**src/core_cfg_pkg.sv**
```systemverilog
package core_cfg_pkg;

	// ----------------------------------------------------------
	// Window geometry
	// ----------------------------------------------------------

	localparam int WIN_SIZE = 9;	// 3x3 window

	// ----------------------------------------------------------
	// Q8.8 arithmetic
	// ----------------------------------------------------------

	localparam int FRAC_BITS = 8;

	// Saturation bounds of a Q8.8 word
	localparam int Q16_MAX = 32767;
	localparam int Q16_MIN = -32768;

	// ----------------------------------------------------------
	// Stage latencies in okClk cycles
	// ----------------------------------------------------------

	localparam int CONV_LATENCY = 3;	// Multiply, adder tree, bias and saturate
	localparam int POOL_LATENCY = 2;	// Group max, final max

endpackage

```
**src/cnn_types_pkg.sv**
```systemverilog
package cnn_types_pkg;

	// ----------------------------------------------------------
	// Fixed-point scalar
	// ----------------------------------------------------------

	// Signed Q8.8 with 8 integer and 8 fraction bits
	typedef logic signed [15:0] q16_t;

	// ----------------------------------------------------------
	// Stream payloads
	// ----------------------------------------------------------

	// One host pipe word with the weight in the upper half
	typedef struct packed {
		q16_t weight;	// Bits 31:16
		q16_t pixel;	// Bits 15:0
	} pix_wgt_t;

	// Slot 0 holds the oldest element
	typedef pix_wgt_t [core_cfg_pkg::WIN_SIZE-1:0] conv_win_t;

	// Nine conv results feeding one max-pool window
	typedef q16_t [core_cfg_pkg::WIN_SIZE-1:0] pool_win_t;

	// ----------------------------------------------------------
	// Output pipe word
	// ----------------------------------------------------------

	// Result index within the frame sits above the pooled value
	typedef struct packed {
		logic [15:0] seq;	// Bits 31:16
		q16_t value;		// Bits 15:0
	} out_word_t;

endpackage

```
**src/result_framer.sv**
```systemverilog
`timescale 1ns/10ps

module result_framer (
	input  logic okClk,
	input  logic arst_n,

	// Pooled stream
	input  logic pool_write,
	input  cnn_types_pkg::q16_t pool_data,

	// Results per frame, at least 1
	input  logic [15:0] frame_len,

	// Output pipe
	output logic out_write,
	output cnn_types_pkg::out_word_t out_data,
	output logic frame_done
);
	import cnn_types_pkg::*;

	logic [15:0] seq;
	logic last_result;

	assign last_result = pool_write && (seq == 16'(frame_len - 16'd1));

	// ----------------------------------------------------------
	// Sequence counter and strobes
	// ----------------------------------------------------------

	always_ff @(posedge okClk or negedge arst_n) begin
		if (!arst_n) begin
			seq        <= '0;
			out_write  <= 1'b0;
			frame_done <= 1'b0;
		end else begin
			out_write  <= pool_write;
			frame_done <= last_result;	// Rides with the last out_write
			if (last_result) begin
				seq <= '0;
			end else if (pool_write) begin
				seq <= seq + 16'd1;
			end
		end
	end

	// Output word packing
	always_ff @(posedge okClk) begin
		if (pool_write) begin
			out_data <= out_word_t'{seq: seq, value: pool_data};
		end
	end

endmodule

```
**config.mk**
```make
export PLATFORM = sky130hd
export DESIGN_NAME = result_framer
export DESIGN_NICKNAME = d
export VERILOG_FILES = /design/src/core_cfg_pkg.sv /design/src/cnn_types_pkg.sv /design/src/result_framer.sv
export SDC_FILE = /design/constraint.sdc
export NUM_CORES = 1
export LEC_CHECK = 0
export BUFFER_PORTS_ARGS = -buffer_cell sky130_fd_sc_hd__buf_2
export CORE_MARGIN = 8
export CORE_UTILIZATION = 48
export CTS_BUF_LIST = sky130_fd_sc_hd__clkbuf_8
export CTS_CLUSTER_SIZE = 8
export DETAILED_ROUTE_END_ITERATION = 7
export PLACE_DENSITY = 0.78
export SYNTH_ARGS = -nofsm -noshare
export SYNTH_HDL_FRONTEND = slang
export SYNTH_SLANG_ARGS = --single-unit
```
**constraint.sdc**
```tcl
create_clock -name okClk -period 1.7 [get_ports okClk]
set_input_delay 0.085 -clock okClk [delete_from_list [all_inputs] [get_ports okClk]]
set_output_delay 0.085 -clock okClk [all_outputs]
set_load 0.005 [all_outputs]
```
Word level (Yosys, flattened, before mapping)
Cells that the tools add are included.
{"block": "op_classes", "n_addsub": 2, "n_mul": 0, "n_div": 0, "magnitude_cmp": 0, "eq_ne": 1, "shift": 0, "mux": 2, "bitwise": 0, "reduce_logical": 2}
{"cell": "$mux 16", "n": 2}
{"cell": "$add 16x1->16 const B", "n": 1}
{"cell": "$eq 16x16->1", "n": 1}
{"cell": "$sub 16x1->16 const B", "n": 1}
{"cell": "$reduce_bool 2->1", "n": 1}
{"cell": "$logic_and 1x1->1", "n": 1}
{"block": "word_totals", "regBits": 50, "latchBits": 0, "mem_bits_rw": 0, "rom_bits": 0, "in_bits": 35, "output_inout_bits": 34, "wordCells": 12, "memories": 0}

Logic depth before layout (Yosys ltp)
{"block": "depth", "ltp_word": 4, "depth_mapped": 12, "ltp_nobuf": 9}

Worst setup path before layout
OpenSTA, ideal clock, no wires.
{"block": "synth_path", "kind": "in2reg", "startpoint": "input frame_len[0]", "endpoint": "register seq[6]", "setup_time_ps": 119, "arrival_ps": 1796, "required_ps": 1581, "slack_ps": -214, "path_stages": 12, "n_path_buf": 3, "cell_sequence": "inv_1 ha_1 buf_4 nor4b_4 and2b_2 xnor2_1 o22ai_2 nor4_1 and4_1 buf_6 buf_6 nor2_1"}
{"block": "synth_between", "elab_chain_cells": 4, "word_cells_on_any_way": 5, "cone_classes": "1 x add/sub; 1 x eq/ne; 1 x mux; 2 x reduce/logical"}
{"item": "start, declared", "line": "result_framer.sv:12", "source": "input logic [15:0] frame_len,"}
{"item": "$sub 16x1->16 *", "line": "result_framer.sv:24", "source": "assign last_result = pool_write && (seq == 16'(frame_len - 16'd1));"}
{"item": "$eq 16x16->1 *", "line": "result_framer.sv:24"}
{"item": "$logic_and 1x1->1 *", "line": "result_framer.sv:24"}
{"item": "$mux 16 / $reduce_bool 2->1 (equally long branches)"}
{"item": "end signal, assigned", "line": "result_framer.sv:41", "source": "seq <= seq + 16'd1;"}
{"item": "end, declared", "line": "result_framer.sv:21", "source": "logic [15:0] seq;"}
Every way passes the cells marked *; elsewhere a longest branch is shown, timed or not.
A chain may end at the register's enable or synchronous reset.

Worst setup path after layout
{"block": "layout_path", "startpoint": "register seq[15]", "endpoint": "register seq[0]"}
{"block": "layout_between", "elab_chain_cells": 3, "word_cells_on_any_way": 4, "cone_classes": "1 x eq/ne; 1 x mux; 2 x reduce/logical"}
{"item": "$eq 16x16->1 *", "line": "result_framer.sv:24"}
{"item": "$logic_and 1x1->1 *", "line": "result_framer.sv:24"}
{"item": "via last_result", "line": "result_framer.sv:22", "source": "logic last_result;"}
{"item": "$mux 16 / $reduce_bool 2->1 (equally long branches)"}
The timed path passes the listed nets; every way through them passes the cells marked *.

==> impl_metrics.tcl <==
set metrics [dict create \
    status "finished, violations left" \
    violations "negative setup slack" \
    drtIter0Drc 117 \
    swShare_pct 26.1 \
    area_delta_synth_final_pct 44.8 \
    path_max_fanout 3 \
    grt_overflow 0 \
    setup_viol 17 \
    yosys.area.top_type_share_pct 39.7 \
    fin_worst_skew_ps 4.68 \
    clock_path_buffers 2 \
    grt.total_usage_pct 16.3 \
    drcViolationCount 0 \
    grt_pass1_wl_um 9710 \
    ant_nets 0 \
    max_freq_mhz 541 \
    min_period_ps 1850 \
    ctsHtreeMaxLevel 2 \
    worstHoldStart "pool_write" \
    place_congestion 0.881 \
    insertion_delay_ps 300 \
    die-area_mm2 0.00757 \
    num_rows 26 \
    p_per_area_mw_per_mm2 875 \
    hpwl_um 4380 \
    drv_cap 0 \
    critical_path_class "reg2reg" \
    yosysMostFrequentCell "edfxtp_1" \
    ys_top_cells_by_count "edfxtp_1 (32), xnor2_1 (22), nor2_1 (21), dfrtp_1 (18), nand3_1 (15)" \
    slew_viol_final 0 \
    yosysTopAreaCell "edfxtp_1" \
    die_x_um 87 \
    synthArstFlopShare_pct 36.0 \
    hold_path.class "in2reg" \
    synth_area_leaders "edfxtp_1 (40%), dfrtp_1 (19%), xnor2_1 (8.0%)" \
    hold_viol 0 \
    layout-drive-gt1-share_pct 42.0 \
    die_y_um 87 \
    setup_ws_ps -148 \
    first_pass_iters 4 \
    wl_per_cell_um 14.6 \
    ys_seq_area_share_pct 58.3 \
    worstMarginPinSlew_ps 442 \
    start_kind "flop" \
    pwr-share-clk_pct 26.2 \
    p_int_uw 2260 \
    cts_tree "done" \
    synth_ff_type "edfxtp_1" \
    root_buffer "clkbuf_8" \
    dp_slack_ps -239 \
    syn_nets 239 \
    slew_headroom_pct 70.6 \
    p_seq_share_pct 49.7 \
    rsz0062_at_grt "yes" \
    wl_um 5840 \
    cp.required_ps 1890 \
    grt_pass1_vias 2055 \
    final_core_util_pct 70.4 \
    synth_edf_count 32 \
    vias_per_cell 4.92 \
    yosysUniqueCellTypes 46 \
    cellLeakagePower_uw 0.00154 \
    end_kind "flop" \
    post-route-period-util_pct 109 \
    worstPathArrival_ps 2040 \
    vias 1971 \
    r2r-start "seq[15]" \
    combPwrFrac_pct 24.2 \
    p_total_uw 3060 \
    p_switching_uw 800 \
    timing.hold.ws_ps 177 \
    syn-cell-area_mm2 0.00242 \
    antenna_cells 0 \
    synth_warnings 0 \
    avgSynthCellArea_um2 12.0 \
    cts_sinks 50 \
    antenna_found_initial 0 \
    synth-seq-cells 50 \
    clkSlewWorstSetupHoldPaths_ps 90 \
    netlist_instances 202 \
    grt_max_degree 38 \
    port_buffers 68 \
    fin_nets 367 \
    coreArea_mm2 0.00498 \
    num_io_pins 69 \
    critPathLaunch "seq[15]" \
    start_util_pct 48.6 \
    vdd_drop_max_mv 0.488 \
    cts_buffers 5 \
]
==> cell usage in the layout, fill, tap and decap left out, types with 4 or more instances in the layout <==
master and count:
and3_1 6, buf_2 68, buf_4 42, clkbuf_8 5, dfrtp_1 18, dlygate4sd3_1 17
edfxtp_1 32, inv_1 4, nand2_1 14, nand3_1 15, nand4_1 4, nor2_1 21
nor3_1 4, xnor2_1 19, xor2_1 12
==> cell type report <==
| class | instances | area, um^2 |
|---|---|---|
| multi-input combinational | 139 | 1000 |
| clock inverter | 3 | 41.3 |
| fill | 357 | 1470 |
| timing repair buffer | 129 | 866 |
| tap | 70 | 87.6 |
| sequential | 50 | 1410 |
| clock buffer | 5 | 68.8 |
| inverter | 5 | 26.3 |
==> power by group through the flow <==
| stage | Combinational [uW] | Sequential, uW | Clock, uW |
|---|---|---|---|
| 6_report | 741 | 1520 | 802 |
| 5_1_grt | 815 | 1540 | 873 |
| 4_1_cts | 731 | 1520 | 823 |
| 3_5_place_dp | 683 | 1540 | 0 |
| 3_3_place_gp | 661 | 1540 | 0 |
| 2_1_floorplan | 309 | 1560 | 0 |
==> cell families after synthesis <==
group           after synthesis  share of synthesized area, %
flops                        50                          58.3
fa+ha+maj                     2                          1.03
compound gates               20                          6.00
simple gates                 83                          19.2
buf+inv                      13                          3.10
xor+xnor                     34                          12.3
==> sequential cells by signal, indices dropped and copies added, names as in the netlist <==
signal and cells:
frame_done 1, out_data 32, out_write 1, seq 16
==> final timing paths <==
check                           cells past startpoint  slack (ps)            to
worst max-delay path                                7        -150        seq[0]
worst min-delay path                                4         180        seq[2]
worst max register to register                      7        -150        seq[0]
worst min register to register                      1         620  out_data[16]
max in group asynchronous                           2        1160        seq[8]
min in group asynchronous                           2         250        seq[3]
==> metrics by stage <==
stage,setup TNS [ps],instance area (um^2),cells
finish,-2040,3500,401
global route,-3510,3500,401
CTS,-2250,3490,401
detailed placement,-3740,3180,375
global placement,-3080,3180,375
floorplan,-1050,2460,202
==> timing repair <==
action	in CTS	in global routing
hold buffers	17	0
endpoints found under the hold margin	34	0
pin swaps	11	1
gates resized for setup	6	3
setup buffers	1	0
endpoints found under the setup margin	17	17
==> metal layers <==
metal / track usage (%) / part of all wire, % / up-vias
met3: 3.40 / 6.6 / 10
met5: 0 / 0 / -
met4: 6.10 / 1.7 / 0
li1: - / - / 983
met1: 20.4 / 45 / 918
met2: 26.8 / 47 / 60
==> worst max-delay path, cell delays in order (launching register included) <==
cell and delay [ps]:
dfrtp_1 450, xnor2_2 160, or4_1 400, o211ai_1 100, a41o_1 200, nand2b_1 50
and4b_2 320, o21ai_1 70
Power figures use the tool's default switching activity.
