==> src/core_cfg_pkg.sv <==
package core_cfg_pkg;

	// ----------------------------------------------------------
	// Window geometry
	// ----------------------------------------------------------

	localparam int WIN_SIZE = 9;	// 3x3 window

	// ----------------------------------------------------------
	// Q8.8 arithmetic
	// ----------------------------------------------------------

	localparam int FRAC_BITS = 8;

	// Saturation bounds of a Q8.8 word
	localparam int Q16_MAX = 32767;
	localparam int Q16_MIN = -32768;

	// ----------------------------------------------------------
	// Stage latencies in okClk cycles
	// ----------------------------------------------------------

	localparam int CONV_LATENCY = 3;	// Multiply, adder tree, bias and saturate
	localparam int POOL_LATENCY = 2;	// Group max, final max

endpackage

==> src/cnn_types_pkg.sv <==
package cnn_types_pkg;

	// ----------------------------------------------------------
	// Fixed-point scalar
	// ----------------------------------------------------------

	// Signed Q8.8 with 8 integer and 8 fraction bits
	typedef logic signed [15:0] q16_t;

	// ----------------------------------------------------------
	// Stream payloads
	// ----------------------------------------------------------

	// One host pipe word with the weight in the upper half
	typedef struct packed {
		q16_t weight;	// Bits 31:16
		q16_t pixel;	// Bits 15:0
	} pix_wgt_t;

	// Slot 0 holds the oldest element
	typedef pix_wgt_t [core_cfg_pkg::WIN_SIZE-1:0] conv_win_t;

	// Nine conv results feeding one max-pool window
	typedef q16_t [core_cfg_pkg::WIN_SIZE-1:0] pool_win_t;

	// ----------------------------------------------------------
	// Output pipe word
	// ----------------------------------------------------------

	// Result index within the frame sits above the pooled value
	typedef struct packed {
		logic [15:0] seq;	// Bits 31:16
		q16_t value;		// Bits 15:0
	} out_word_t;

endpackage

==> src/window_collector.sv <==
`timescale 1ns/10ps

module window_collector #(
	parameter type elem_t = cnn_types_pkg::q16_t
) (
	input  logic okClk,
	input  logic arst_n,

	// Element stream
	input  logic elem_write,
	input  elem_t elem_data,

	// Complete window, oldest element in slot 0
	output logic win_strobe,
	output elem_t [core_cfg_pkg::WIN_SIZE-1:0] win_data
);
	import core_cfg_pkg::*;

	logic [$clog2(WIN_SIZE)-1:0] elem_cnt;
	logic last_elem;

	// Ninth element of the current window
	assign last_elem = elem_write && (int'(elem_cnt) == WIN_SIZE - 1);

	// ----------------------------------------------------------
	// Element counter and window strobe
	// ----------------------------------------------------------

	always_ff @(posedge okClk or negedge arst_n) begin
		if (!arst_n) begin
			elem_cnt   <= '0;
			win_strobe <= 1'b0;
		end else begin
			win_strobe <= last_elem;
			if (last_elem) begin
				elem_cnt <= '0;
			end else if (elem_write) begin
				elem_cnt <= elem_cnt + 1'b1;
			end
		end
	end

	// ----------------------------------------------------------
	// Window shift register
	// ----------------------------------------------------------

	// New element enters the top slot, older ones move down
	always_ff @(posedge okClk) begin
		if (elem_write) begin
			win_data <= {elem_data, win_data[WIN_SIZE-1:1]};
		end
	end

endmodule

==> config.mk <==
export PLATFORM = sky130hd
export DESIGN_NAME = window_collector
export DESIGN_NICKNAME = d
export VERILOG_FILES = /design/src/core_cfg_pkg.sv /design/src/cnn_types_pkg.sv /design/src/window_collector.sv
export SDC_FILE = /design/constraint.sdc
export NUM_CORES = 1
export LEC_CHECK = 0
export BUFFER_PORTS_ARGS = -buffer_cell sky130_fd_sc_hd__buf_4
export CELL_PAD_IN_SITES_DETAIL_PLACEMENT = 1
export CELL_PAD_IN_SITES_GLOBAL_PLACEMENT = 2
export CORE_AREA = 8 8 129 131
export DETAILED_ROUTE_END_ITERATION = 6
export DIE_AREA = 0 0 137 139
export PLACE_DENSITY_LB_ADDON = 0.3
export SYNTH_ARGS = -nofsm -noshare
export SYNTH_HDL_FRONTEND = slang
export SYNTH_SLANG_ARGS = --single-unit
==> constraint.sdc <==
create_clock -name okClk -period 1.2 [get_ports okClk]
set_clock_uncertainty 0.1 [all_clocks]
set_input_delay 0 -clock okClk [delete_from_list [all_inputs] [get_ports okClk]]
set_output_delay 0 -clock okClk [all_outputs]
set_load 0.01 [all_outputs]
## Word-level counts from Yosys, hierarchy flattened

Index checks and enable logic that the tools add are counted.

- Memory bits (writable): 0
- Memories kept: 0
- Latch bits: 0
- Memory bits (read-only): 0
- Output and inout bits: 145
- Register bits: 149
- Bits of input ports: 19
- Word-level logic and storage cells: 17

- Divide/modulo/power cells: 0
- Equality and inequality tests: 1
- Multiply operators: 0
- Add/sub/neg operators: 1
- Reduce and logical (&&, ||, !) cells: 2
- Shift operators: 0
- Multiplexer cells: 2
- Magnitude comparators: 0
- Bitwise operators: 0

Operator list:

| cell | count |
|---|---|
| $mux W4 | 2 |
| $add A4 B1 Y4 const B | 1 |
| $eq A4 B4 Y1 const B | 1 |
| $reduce_bool A2 Y1 | 1 |
| $logic_and A1 B1 Y1 | 1 |

## Logic depth before layout (Yosys ltp)

Gate-level depths: netlist of run 1.

- Depth in word-level cells: 3
- Mapped depth: 5
- Mapped depth without buffers: 5

## Worst setup path before layout of run 1

OpenSTA, ideal clock, no wires.

- Path kind: register to register
- From: register elem_cnt[0]
- To: register elem_cnt[0]
- Clock period less this slack: 1.117 ns
- Required time: 0.973 ns
- Arrival time: 0.890 ns
- Setup time: 0.127 ns
- Slack: 0.083 ns
- Stages on the path, launching flop included: 6
- Path buffers: 0
- Cells stage by stage: dfrtp_1 inv_1 ha_1 nand2_1 o21ai_0 mux2i_1

- Word-level cells in the longest chain between the ends: 3
- Elaborated cells between the ends (all ways): 6
- Those cells by class: add/sub (1); eq/ne (1); mux (2); reduce/logical (2)

Ends and longest elaborated chain:

| element | line | text |
|---|---|---|
| from (decl) | window_collector.sv:19 | `logic [$clog2(WIN_SIZE)-1:0] elem_cnt;` |
| from (signal assigned) | window_collector.sv:38 | `elem_cnt <= elem_cnt + 1'b1;` |
| $add A4 B1 Y4 / $eq A4 B4 Y1 (equally long branches) | window_collector.sv:38, window_collector.sv:23 |  |
| $mux W4 / $logic_and A1 B1 Y1 (equally long branches) | window_collector.sv:37, window_collector.sv:23 |  |
| $mux W4 / $reduce_bool A2 Y1 (equally long branches) | - |  |

Several ways; a longest one is shown, not always the timed one. The select of a mux whose other input is x is not followed.
A chain may end at the register's enable or synchronous reset.

## Worst setup path after layout of run 1

- From: register elem_cnt[0]
- To: register elem_cnt[2]

Same word-level chain as after synthesis.

==> flow_summary.toml, run 1 <==
[outcome]
status = "finished, final reports clean"

[detailed_routing]
routedWlPerCell_um = 17.7
drc_errors = 0
vias_per_cell = 4.12
antenna_left = 0
wirelength_um = 10400
via_count = 2418
drt_pass1_iterations = 4
drt_iter0_markers = 127

[clock_tree]
clk_pin_slew_ns = 0.06
clockBufferDepth = 2
clkSinkCount = 149
cts_buffers = 17
clkLatencyLatePin_ns = 0.42
cts_htree_levels = 4
cts_root_buf = "clkbuf_16"
tritoncts = "done"

[critical_path]
max_stage_delay_ns = 0.39
crit_required_ns = 1.40
path_cells = "buf_4, ha_1, nand3_1, o21ai_2"
crit_type = "reg -> reg"
worstSetupEndpointType = "register"
crit_fanout = 3
crit_family = "flip-flops"
rrSetupSlack_ns = 0.04
crit_buf_inv = 1
slowest_stage = "dfrtp_1"
setup.worst_path.start_class = "register"
cp_data_arrival_time_ns = 1.35

[sta]
slew_viol_final = 0
tightest_slew_ns = 0.351
finalCritPeriodShare_pct = 96.3
final_hold_viol_count = 0
relSlewSlack_pct = 76.6
fmax_mhz = 866
whs_ns = 0.196
fin_crit_ns = 1.16
finalSetupViolCount = 0

[global_routing]
grt_max_degree = 35
grt_remaining_overflow = 0
antenna_found_initial = 0
grt_pass1_wl_um = 15300
track_usage_pct = 11.0
grt_pass1_vias = 2599

[logic_synthesis]
synth_seq_cells = 149
avgSynthCellArea_um2 = 27.0
syn-cell-area_um2 = 4570
yosysUniqueCellTypes = 12
ys_seq_area_share_pct = 97.4
yosys_warnings = 0
synth.net_count = 190
synthCells = 169

[finish]
final_util_pct = 47.7
final_cell_mix = "buf_4 (175), edfxtp_1 (144), dlygate4sd3_1 (19)"
instances_no_fill = 587
fill_cells = 1381
seqCellArea_um2 = 4450
final_common_cell = "buf_4"
final_cell_area_um2 = 7040
multi_input_area_um2 = 131
n_antenna_cell = 0
syn_to_final_growth_pct = 54.0
drive_above_1_share_pct = 53.6
fin_nets = 407

[die]
pin_count = 164
start_util_pct = 31.0
dieArea_um2 = 19000
rows = 45
die_w_um = 137
die_y_um = 139
coreArea_um2 = 14800

[power_and_ir_drop]
power.density_nw_per_um2 = 1860
p_leak_uw = 0.00280
vdd_drop_max_mv = 0.939

[worst_hold_path]
hp-class = "in -> reg"

[place]
dp_hpwl_um = 7190
dp.cells = 534
placed_area_um2 = 6170
io_buffers = 163
place_congestion = 0.693

[flow_run]
cap_violations = 0
[report_power, final]
| part | switching (µW) | leakage [µW] | internal (µW) |
|---|---|---|---|
| clock network | 1960 | 0.000309 | 3690 |
| registers | 208 | 0.00147 | 6120 |
| logic | 535 | 0.00102 | 572 |
[cell usage after synthesis, drive strengths merged]
cell	instances	area, µm²
edfxtp	144	4320
nand2	6	22.5
dfrtp	5	125
o21ai	5	25.0
ha	2	25.0
inv	2	7.51
a21boi	1	7.51
and4b	1	10.0
mux2i	1	10.0
nand3	1	5.00
nor3b	1	7.51
[repair_timing]
| item | in CTS | in global routing |
|---|---|---|
| hold buffers | 19 | 0 |
| setup buffers | 1 | 1 |
| hold endpoints to repair | 38 | 0 |
| resized for setup | 3 | 5 |
| setup endpoints to repair | 2 | 2 |
[stage by stage]
stage	setup WS, ns	power (µW)	TNS (ns)
2_1_floorplan	0.0833	6650	0
3_3_place_gp	0.0483	7360	0
3_5_place_dp	-0.0240	7420	-0.0240
4_1_cts	0.0168	13200	0
5_1_grt	-0.000265	13600	-0.000265
6_report	0.0448	13100	0
[worst register-to-register path, stage by stage (launching register included)]
cell     delay (ns)
dfrtp_1        0.39
buf_4          0.15
ha_1           0.20
nand3_1        0.13
o21ai_2        0.06
[registers in the layout, summed over array words and instances, names as in the netlist]
name	cells
elem_cnt	4
win_data	144
win_strobe	1
[cell type report]
type / instances / area share [%]
Clock inverter: 9 / 2.13
Timing Repair Buffer: 198 / 22.4
Tap cell: 188 / 3.34
Multi-Input combinational cell: 18 / 1.87
Sequential cell: 149 / 63.2
Clock buffer: 23 / 6.93
Inverter: 2 / 0.107
[path summary, 6_finish.rpt]
| check | startpoint | endpoint | depth (start not counted) |
|---|---|---|---|
| max | elem_cnt[0] | elem_cnt[2] | 4 |
| min | elem_data[12] | win_data[140] | 2 |
| max reg2reg | elem_cnt[0] | elem_cnt[2] | 4 |
| min reg2reg | win_data[64] | win_data[48] | 0 |
| max in group asynchronous | arst_n | elem_cnt[2] | 3 |
| min in group asynchronous | arst_n | elem_cnt[1] | 3 |
[logic make-up (layout without fill, tap and decap cells)]
group	after synthesis	count (layout)	share of synthesized area, %
DFF	149	149	97.4
and+or+nand+nor	9	9	0.986
muxes	1	1	0.219
adders and majority gates	2	2	0.548
buffers and inverters	2	232	0.164
AOI/OAI and AO/OA	6	6	0.712
[per-layer routing]
layer	part of all wire (%)	vias to the layer above	routed length, µm	global-route usage, %
met5	0	-	0	0
met4	2.2	0	225	6.35
met3	8.7	21	904	5.25
met2	52	94	5380	17.5
met1	37	1189	3890	11.6
li1	-	1114	-	-
No activity file was read; power rests on OpenSTA's default activity.
==> inputs of run 2 (changes only) <==
Settings changed: CORE_AREA 8 8 129 131 to 8 8 119 121, DIE_AREA 0 0 137 139 to 0 0 127 129, PLACE_DENSITY set to 0.88, PLACE_DENSITY_LB_ADDON 0.3 to not set.
Clock period 1.2 ns to 1.4 ns, I/O delays scaled along.
==> run 2 against run 1 <==
Register-to-register slack improved by 0.06 ns. Cell count decreased by 7.7%. Critical endpoint is now elem_cnt[0]. Highest routed layer unchanged. Critical path depth increased by 1. Sequential power decreased by 14%.
==> flow_summary.toml, run 2 (same netlist as run 1, synthesis figures left out) <==
[sta]
tightest_slew_ns = 0.339
worst_slack_ns = 0.110
rsz0062_at_grt = "no"
finalCritPeriodShare_pct = 92.2
slew_viol_final = 0
finalSetupViolCount = 0
fin_crit_ns = 1.29
fin_tns_setup_ns = 0
fmax_mhz = 775
relSlewSlack_pct = 77.4
final_hold_viol_count = 0

[finish]
drive_above_1_share_pct = 51.5
top_register = "win_data"
final_cell_mix = "buf_4 (168), edfxtp_1 (144), dlygate4sd3_1 (19)"
final_util_pct = 55.2
syn_to_final_growth_pct = 48.8
largest_reg_flops = 144
final_common_cell = "buf_4"
largest_registers = "win_data: 144 flops, elem_cnt: 4 flops, win_strobe: 1 flops"
n_antenna_cell = 0
fin_nets = 400

[power_and_ir_drop]
switchingPower_uw = 2330
power_uw = 10200
power.density_nw_per_um2 = 1510
combPwrFrac_pct = 8.5
p_seq_share_pct = 53.0
vdd_drop_max_mv = 0.905
pwr-share-clk_pct = 38.5
intPower_uw = 7920
swShare_pct = 22.7
p_leak_uw = 0.00269

[clock_tree]
clkLatencyLatePin_ns = 0.42
cts_root_buf = "clkbuf_16"
clockBufferDepth = 2
clk_pin_slew_ns = 0.06
cts_buffers = 17
cts_htree_levels = 4
clkSinkCount = 149
tritoncts = "done"

[detailed_routing]
drc_errors = 0
vias_per_cell = 4.49
antenna_left = 0
drt_iter0_markers = 146
drt_pass1_iterations = 4
wirelength_um = 10500
routedWlPerCell_um = 19.4
via_count = 2434

[die]
pin_count = 164
start_util_pct = 37.1
coreArea_um2 = 12300
die_w_um = 127
die_y_um = 129
rows = 41
dieArea_um2 = 16400

[place]
place_congestion = 0.693
io_buffers = 163
dp_hpwl_um = 7480
pre_cts_ws_ns = 0.137

[critical_path]
worstSetupEndpointType = "register"
crit_required_ns = 1.59
crit_type = "reg -> reg"
crit_fanout = 3
setup.worst_path.start_class = "register"
rrSetupSlack_ns = 0.11
cp_data_arrival_time_ns = 1.48

[global_routing]
antenna_found_initial = 0
grt_pass1_wl_um = 15800
track_usage_pct = 13.1
grt_max_degree = 36
grt_pass1_vias = 2665
grt_remaining_overflow = 0

[worst_hold_path]
hp-class = "in -> reg"

[flow_run]
cap_violations = 0

[outcome]
status = "finished, final reports clean"
==> run 2: power groups by stage <==
stage	Clock (µW)	Combinational [µW]	Sequential (µW)
after floorplan	0	96.0	5610
after global placement	0	791	5490
after detailed placement	0	829	5530
after CTS	4030	875	5440
after global routing	4220	941	5480
final	3940	866	5430
==> run 2: per-layer routing <==
layer	global-route usage [%]	up-vias	wire, µm
li1	-	1100	-
met1	12.8	1184	3770
met2	21.5	132	5300
met3	8.44	18	1280
met4	6.16	0	171
met5	0	-	0
==> run 2: timing repair <==
| item | in CTS | in global routing |
|---|---|---|
| resized for setup | 0 | 0 |
| buffers inserted | 0 | 1 |
| endpoints found under the setup margin | 0 | 2 |
| hold buffers | 19 | 0 |
| hold endpoints to repair | 44 | 0 |
==> run 2: worst paths after layout <==
check,start,end,cells past startpoint
min,elem_data[3],win_data[131],2
min reg2reg,win_data[40],win_data[24],0
max in group asynchronous,arst_n,elem_cnt[3],3
max,elem_cnt[0],elem_cnt[0],5
max reg2reg,elem_cnt[0],elem_cnt[0],5
min in group asynchronous,arst_n,elem_cnt[2],3
==> run 2: per-stage QoR <==
| step | hold WS (ns) | instance area (µm²) | instances |
|---|---|---|---|
| floorplan | -0.396 | 4570 | 169 |
| global route | 0.179 | 6800 | 542 |
| detailed placement | -0.292 | 6080 | 490 |
| CTS | 0.171 | 6790 | 541 |
| finish | 0.195 | 6800 | 542 |
| global placement | -0.296 | 6080 | 490 |
==> run 2: cell type report <==
type / count / area [µm²]
repair buffers: 191 / 1520
clock inverters: 14 / 90.1
inverters: 2 / 7.51
flip-flops and latches: 149 / 4450
clock buffers: 18 / 429
fillers: 1128 / 5510
multi-input cells: 18 / 113
well taps: 150 / 188
==> run 2: critical path: stages (launching register included) <==
cell	delay, ns
dfrtp_1	0.40
inv_1	0.12
ha_1	0.18
nand2_1	0.10
o21ai_0	0.17
mux2i_1	0.09
==> inputs of run 3 (changes only) <==
Settings changed: PLACE_DENSITY 0.88 to not set, PLACE_DENSITY_LB_ADDON set to 0.1.
==> run 3 against run 2 <==
Worst setup slack gained 0.021 ns. Via count fell by 3.3%. Highest routed layer unchanged. First-iteration DRC count is 23% higher. Flip-flop and latch count stayed put. Hold slack improved by 0.0080 ns. Core utilization rose by 0.13 points. Critical endpoint unchanged. Cell count shrank 0.37%. Sequential share of layout area decreased by 0.16 points. Wire length down 6.4%.
==> flow_summary.toml, run 3 (same netlist as run 1, synthesis figures left out) <==
[finish]
final_common_cell = "buf_4"
instances_no_fill = 540
fill_cells = 1117
final_cell_mix = "buf_4 (165), edfxtp_1 (144), dlygate4sd3_1 (19)"
multi_input_area_um2 = 113
top_register = "win_data"
final_util_pct = 55.4
n_antenna_cell = 0
drive_above_1_share_pct = 50.0
fin_nets = 398
largest_registers = "win_data: 144 flops, elem_cnt: 4 flops, win_strobe: 1 flops"
largest_reg_flops = 144
seqCellArea_um2 = 4450
syn_to_final_growth_pct = 49.2

[detailed_routing]
drt_pass1_iterations = 4
vias_per_cell = 4.36
via_count = 2353
drt_iter0_markers = 180
drc_errors = 0
wirelength_um = 9850
routedWlPerCell_um = 18.2
antenna_left = 0

[place]
dp_hpwl_um = 6970
place_congestion = 0.661
pre_cts_ws_ns = 0.128
io_buffers = 163
dp.cells = 489

[die]
dieArea_um2 = 16400
coreArea_um2 = 12300
die_y_um = 129
rows = 41
pin_count = 164
die_w_um = 127
start_util_pct = 37.1

[clock_tree]
clkSinkCount = 149
cts_resized = 0
clk_pin_slew_ns = 0.05
tritoncts = "done"
postCtsSetupRepairBufs = 0
cts_root_buf = "clkbuf_16"
clockBufferDepth = 2
cts_htree_levels = 4
clkLatencyLatePin_ns = 0.41
cts_buffers = 17
ctsHoldBuffers = 19

[critical_path]
crit_fanout = 4
crit_required_ns = 1.57
crit_type = "reg -> reg"
setup.worst_path.start_class = "register"
slowest_stage = "dfrtp_1"
path_cells = "inv_1, ha_1, nand2_1, o21ai_0, mux2i_1"
max_stage_delay_ns = 0.40
cp_data_arrival_time_ns = 1.44
worstSetupEndpointType = "register"

[global_routing]
grt_pass1_wl_um = 14800
grt_pass1_vias = 2566
grt_remaining_overflow = 0
track_usage_pct = 12.3
grt_max_degree = 37
antenna_found_initial = 0

[power_and_ir_drop]
p_leak_uw = 0.00271
power_uw = 10300
power.density_nw_per_um2 = 1510
vdd_drop_max_mv = 0.813

[worst_hold_path]
hp-class = "in -> reg"

[sta]
tightest_slew_ns = 0.343
finalSetupViolCount = 0
slew_viol_final = 0
finalCritPeriodShare_pct = 90.7
worst_slack_ns = 0.131
fin_tns_setup_ns = 0
relSlewSlack_pct = 77.1
fin_crit_ns = 1.27
fmax_mhz = 788
final_hold_viol_count = 0
rsz0062_at_grt = "no"

[flow_run]
cap_violations = 0

[outcome]
status = "finished, final reports clean"
-- run 3: cell types whose count changed in the layout (fill, tap and decap cells not counted) --
cell / delta
clkbuf_8: +5
clkinv_2: -3
clkinv_4: -1
clkinv_1: -1
clkbuf_1: +6
clkinvlp_4: -6
buf_4: -3
buf_12: +1
-- run 3: stage by stage --
step           area, µm²  hold slack, ns
2_1_floorplan       4570          -0.396
3_3_place_gp        6090          -0.295
3_5_place_dp        6090          -0.292
4_1_cts             6820           0.180
5_1_grt             6820           0.192
6_report            6820           0.203
-- run 3: power by group --
part	internal [µW]	total, µW	switching, µW
registers	5250	5430	175
clock network	2500	4050	1550
logic	433	848	414
total	8180	10300	2140
-- run 3: layout make-up --
| type | count | share of cell area [%] |
|---|---|---|
| inverter | 2 | 0.110 |
| clock inverter | 3 | 0.257 |
| clock buffer | 29 | 7.64 |
| tap | 150 | 2.75 |
| sequential | 149 | 65.3 |
| multi-input combinational | 18 | 1.65 |
| timing repair buffer | 189 | 22.3 |
-- run 3: per-layer routing --
| metal | track usage (%) | wire length [µm] | up-vias |
|---|---|---|---|
| li1 | - | - | 1095 |
| met1 | 12.1 | 3540 | 1151 |
| met2 | 20.4 | 5170 | 93 |
| met3 | 7.32 | 956 | 14 |
| met4 | 6.09 | 177 | 0 |
| met5 | 0 | 0 | - |
-- run 3: worst max-delay path: cells and delay by family (launching register included) --
family | cells | cell delay [ns]
and+or+nand+nor | 1 | 0.10
AOI/OAI and AO/OA | 1 | 0.16
DFF | 1 | 0.40
buffers and inverters | 1 | 0.11
muxes | 1 | 0.09
adders and majority gates | 1 | 0.18
-- run 3: final timing paths --
path | startpoint | to | cells after the start | slack, ns
hold / removal | elem_data[5] | win_data[133] | 2 | 0.20
setup reg to reg | elem_cnt[0] | elem_cnt[0] | 5 | 0.13
max in group asynchronous | arst_n | elem_cnt[1] | 3 | 0.58
hold reg to reg | win_data[27] | win_data[11] | 0 | 0.35
setup / recovery | elem_cnt[0] | elem_cnt[0] | 5 | 0.13
min in group asynchronous | arst_n | elem_cnt[2] | 3 | 0.42
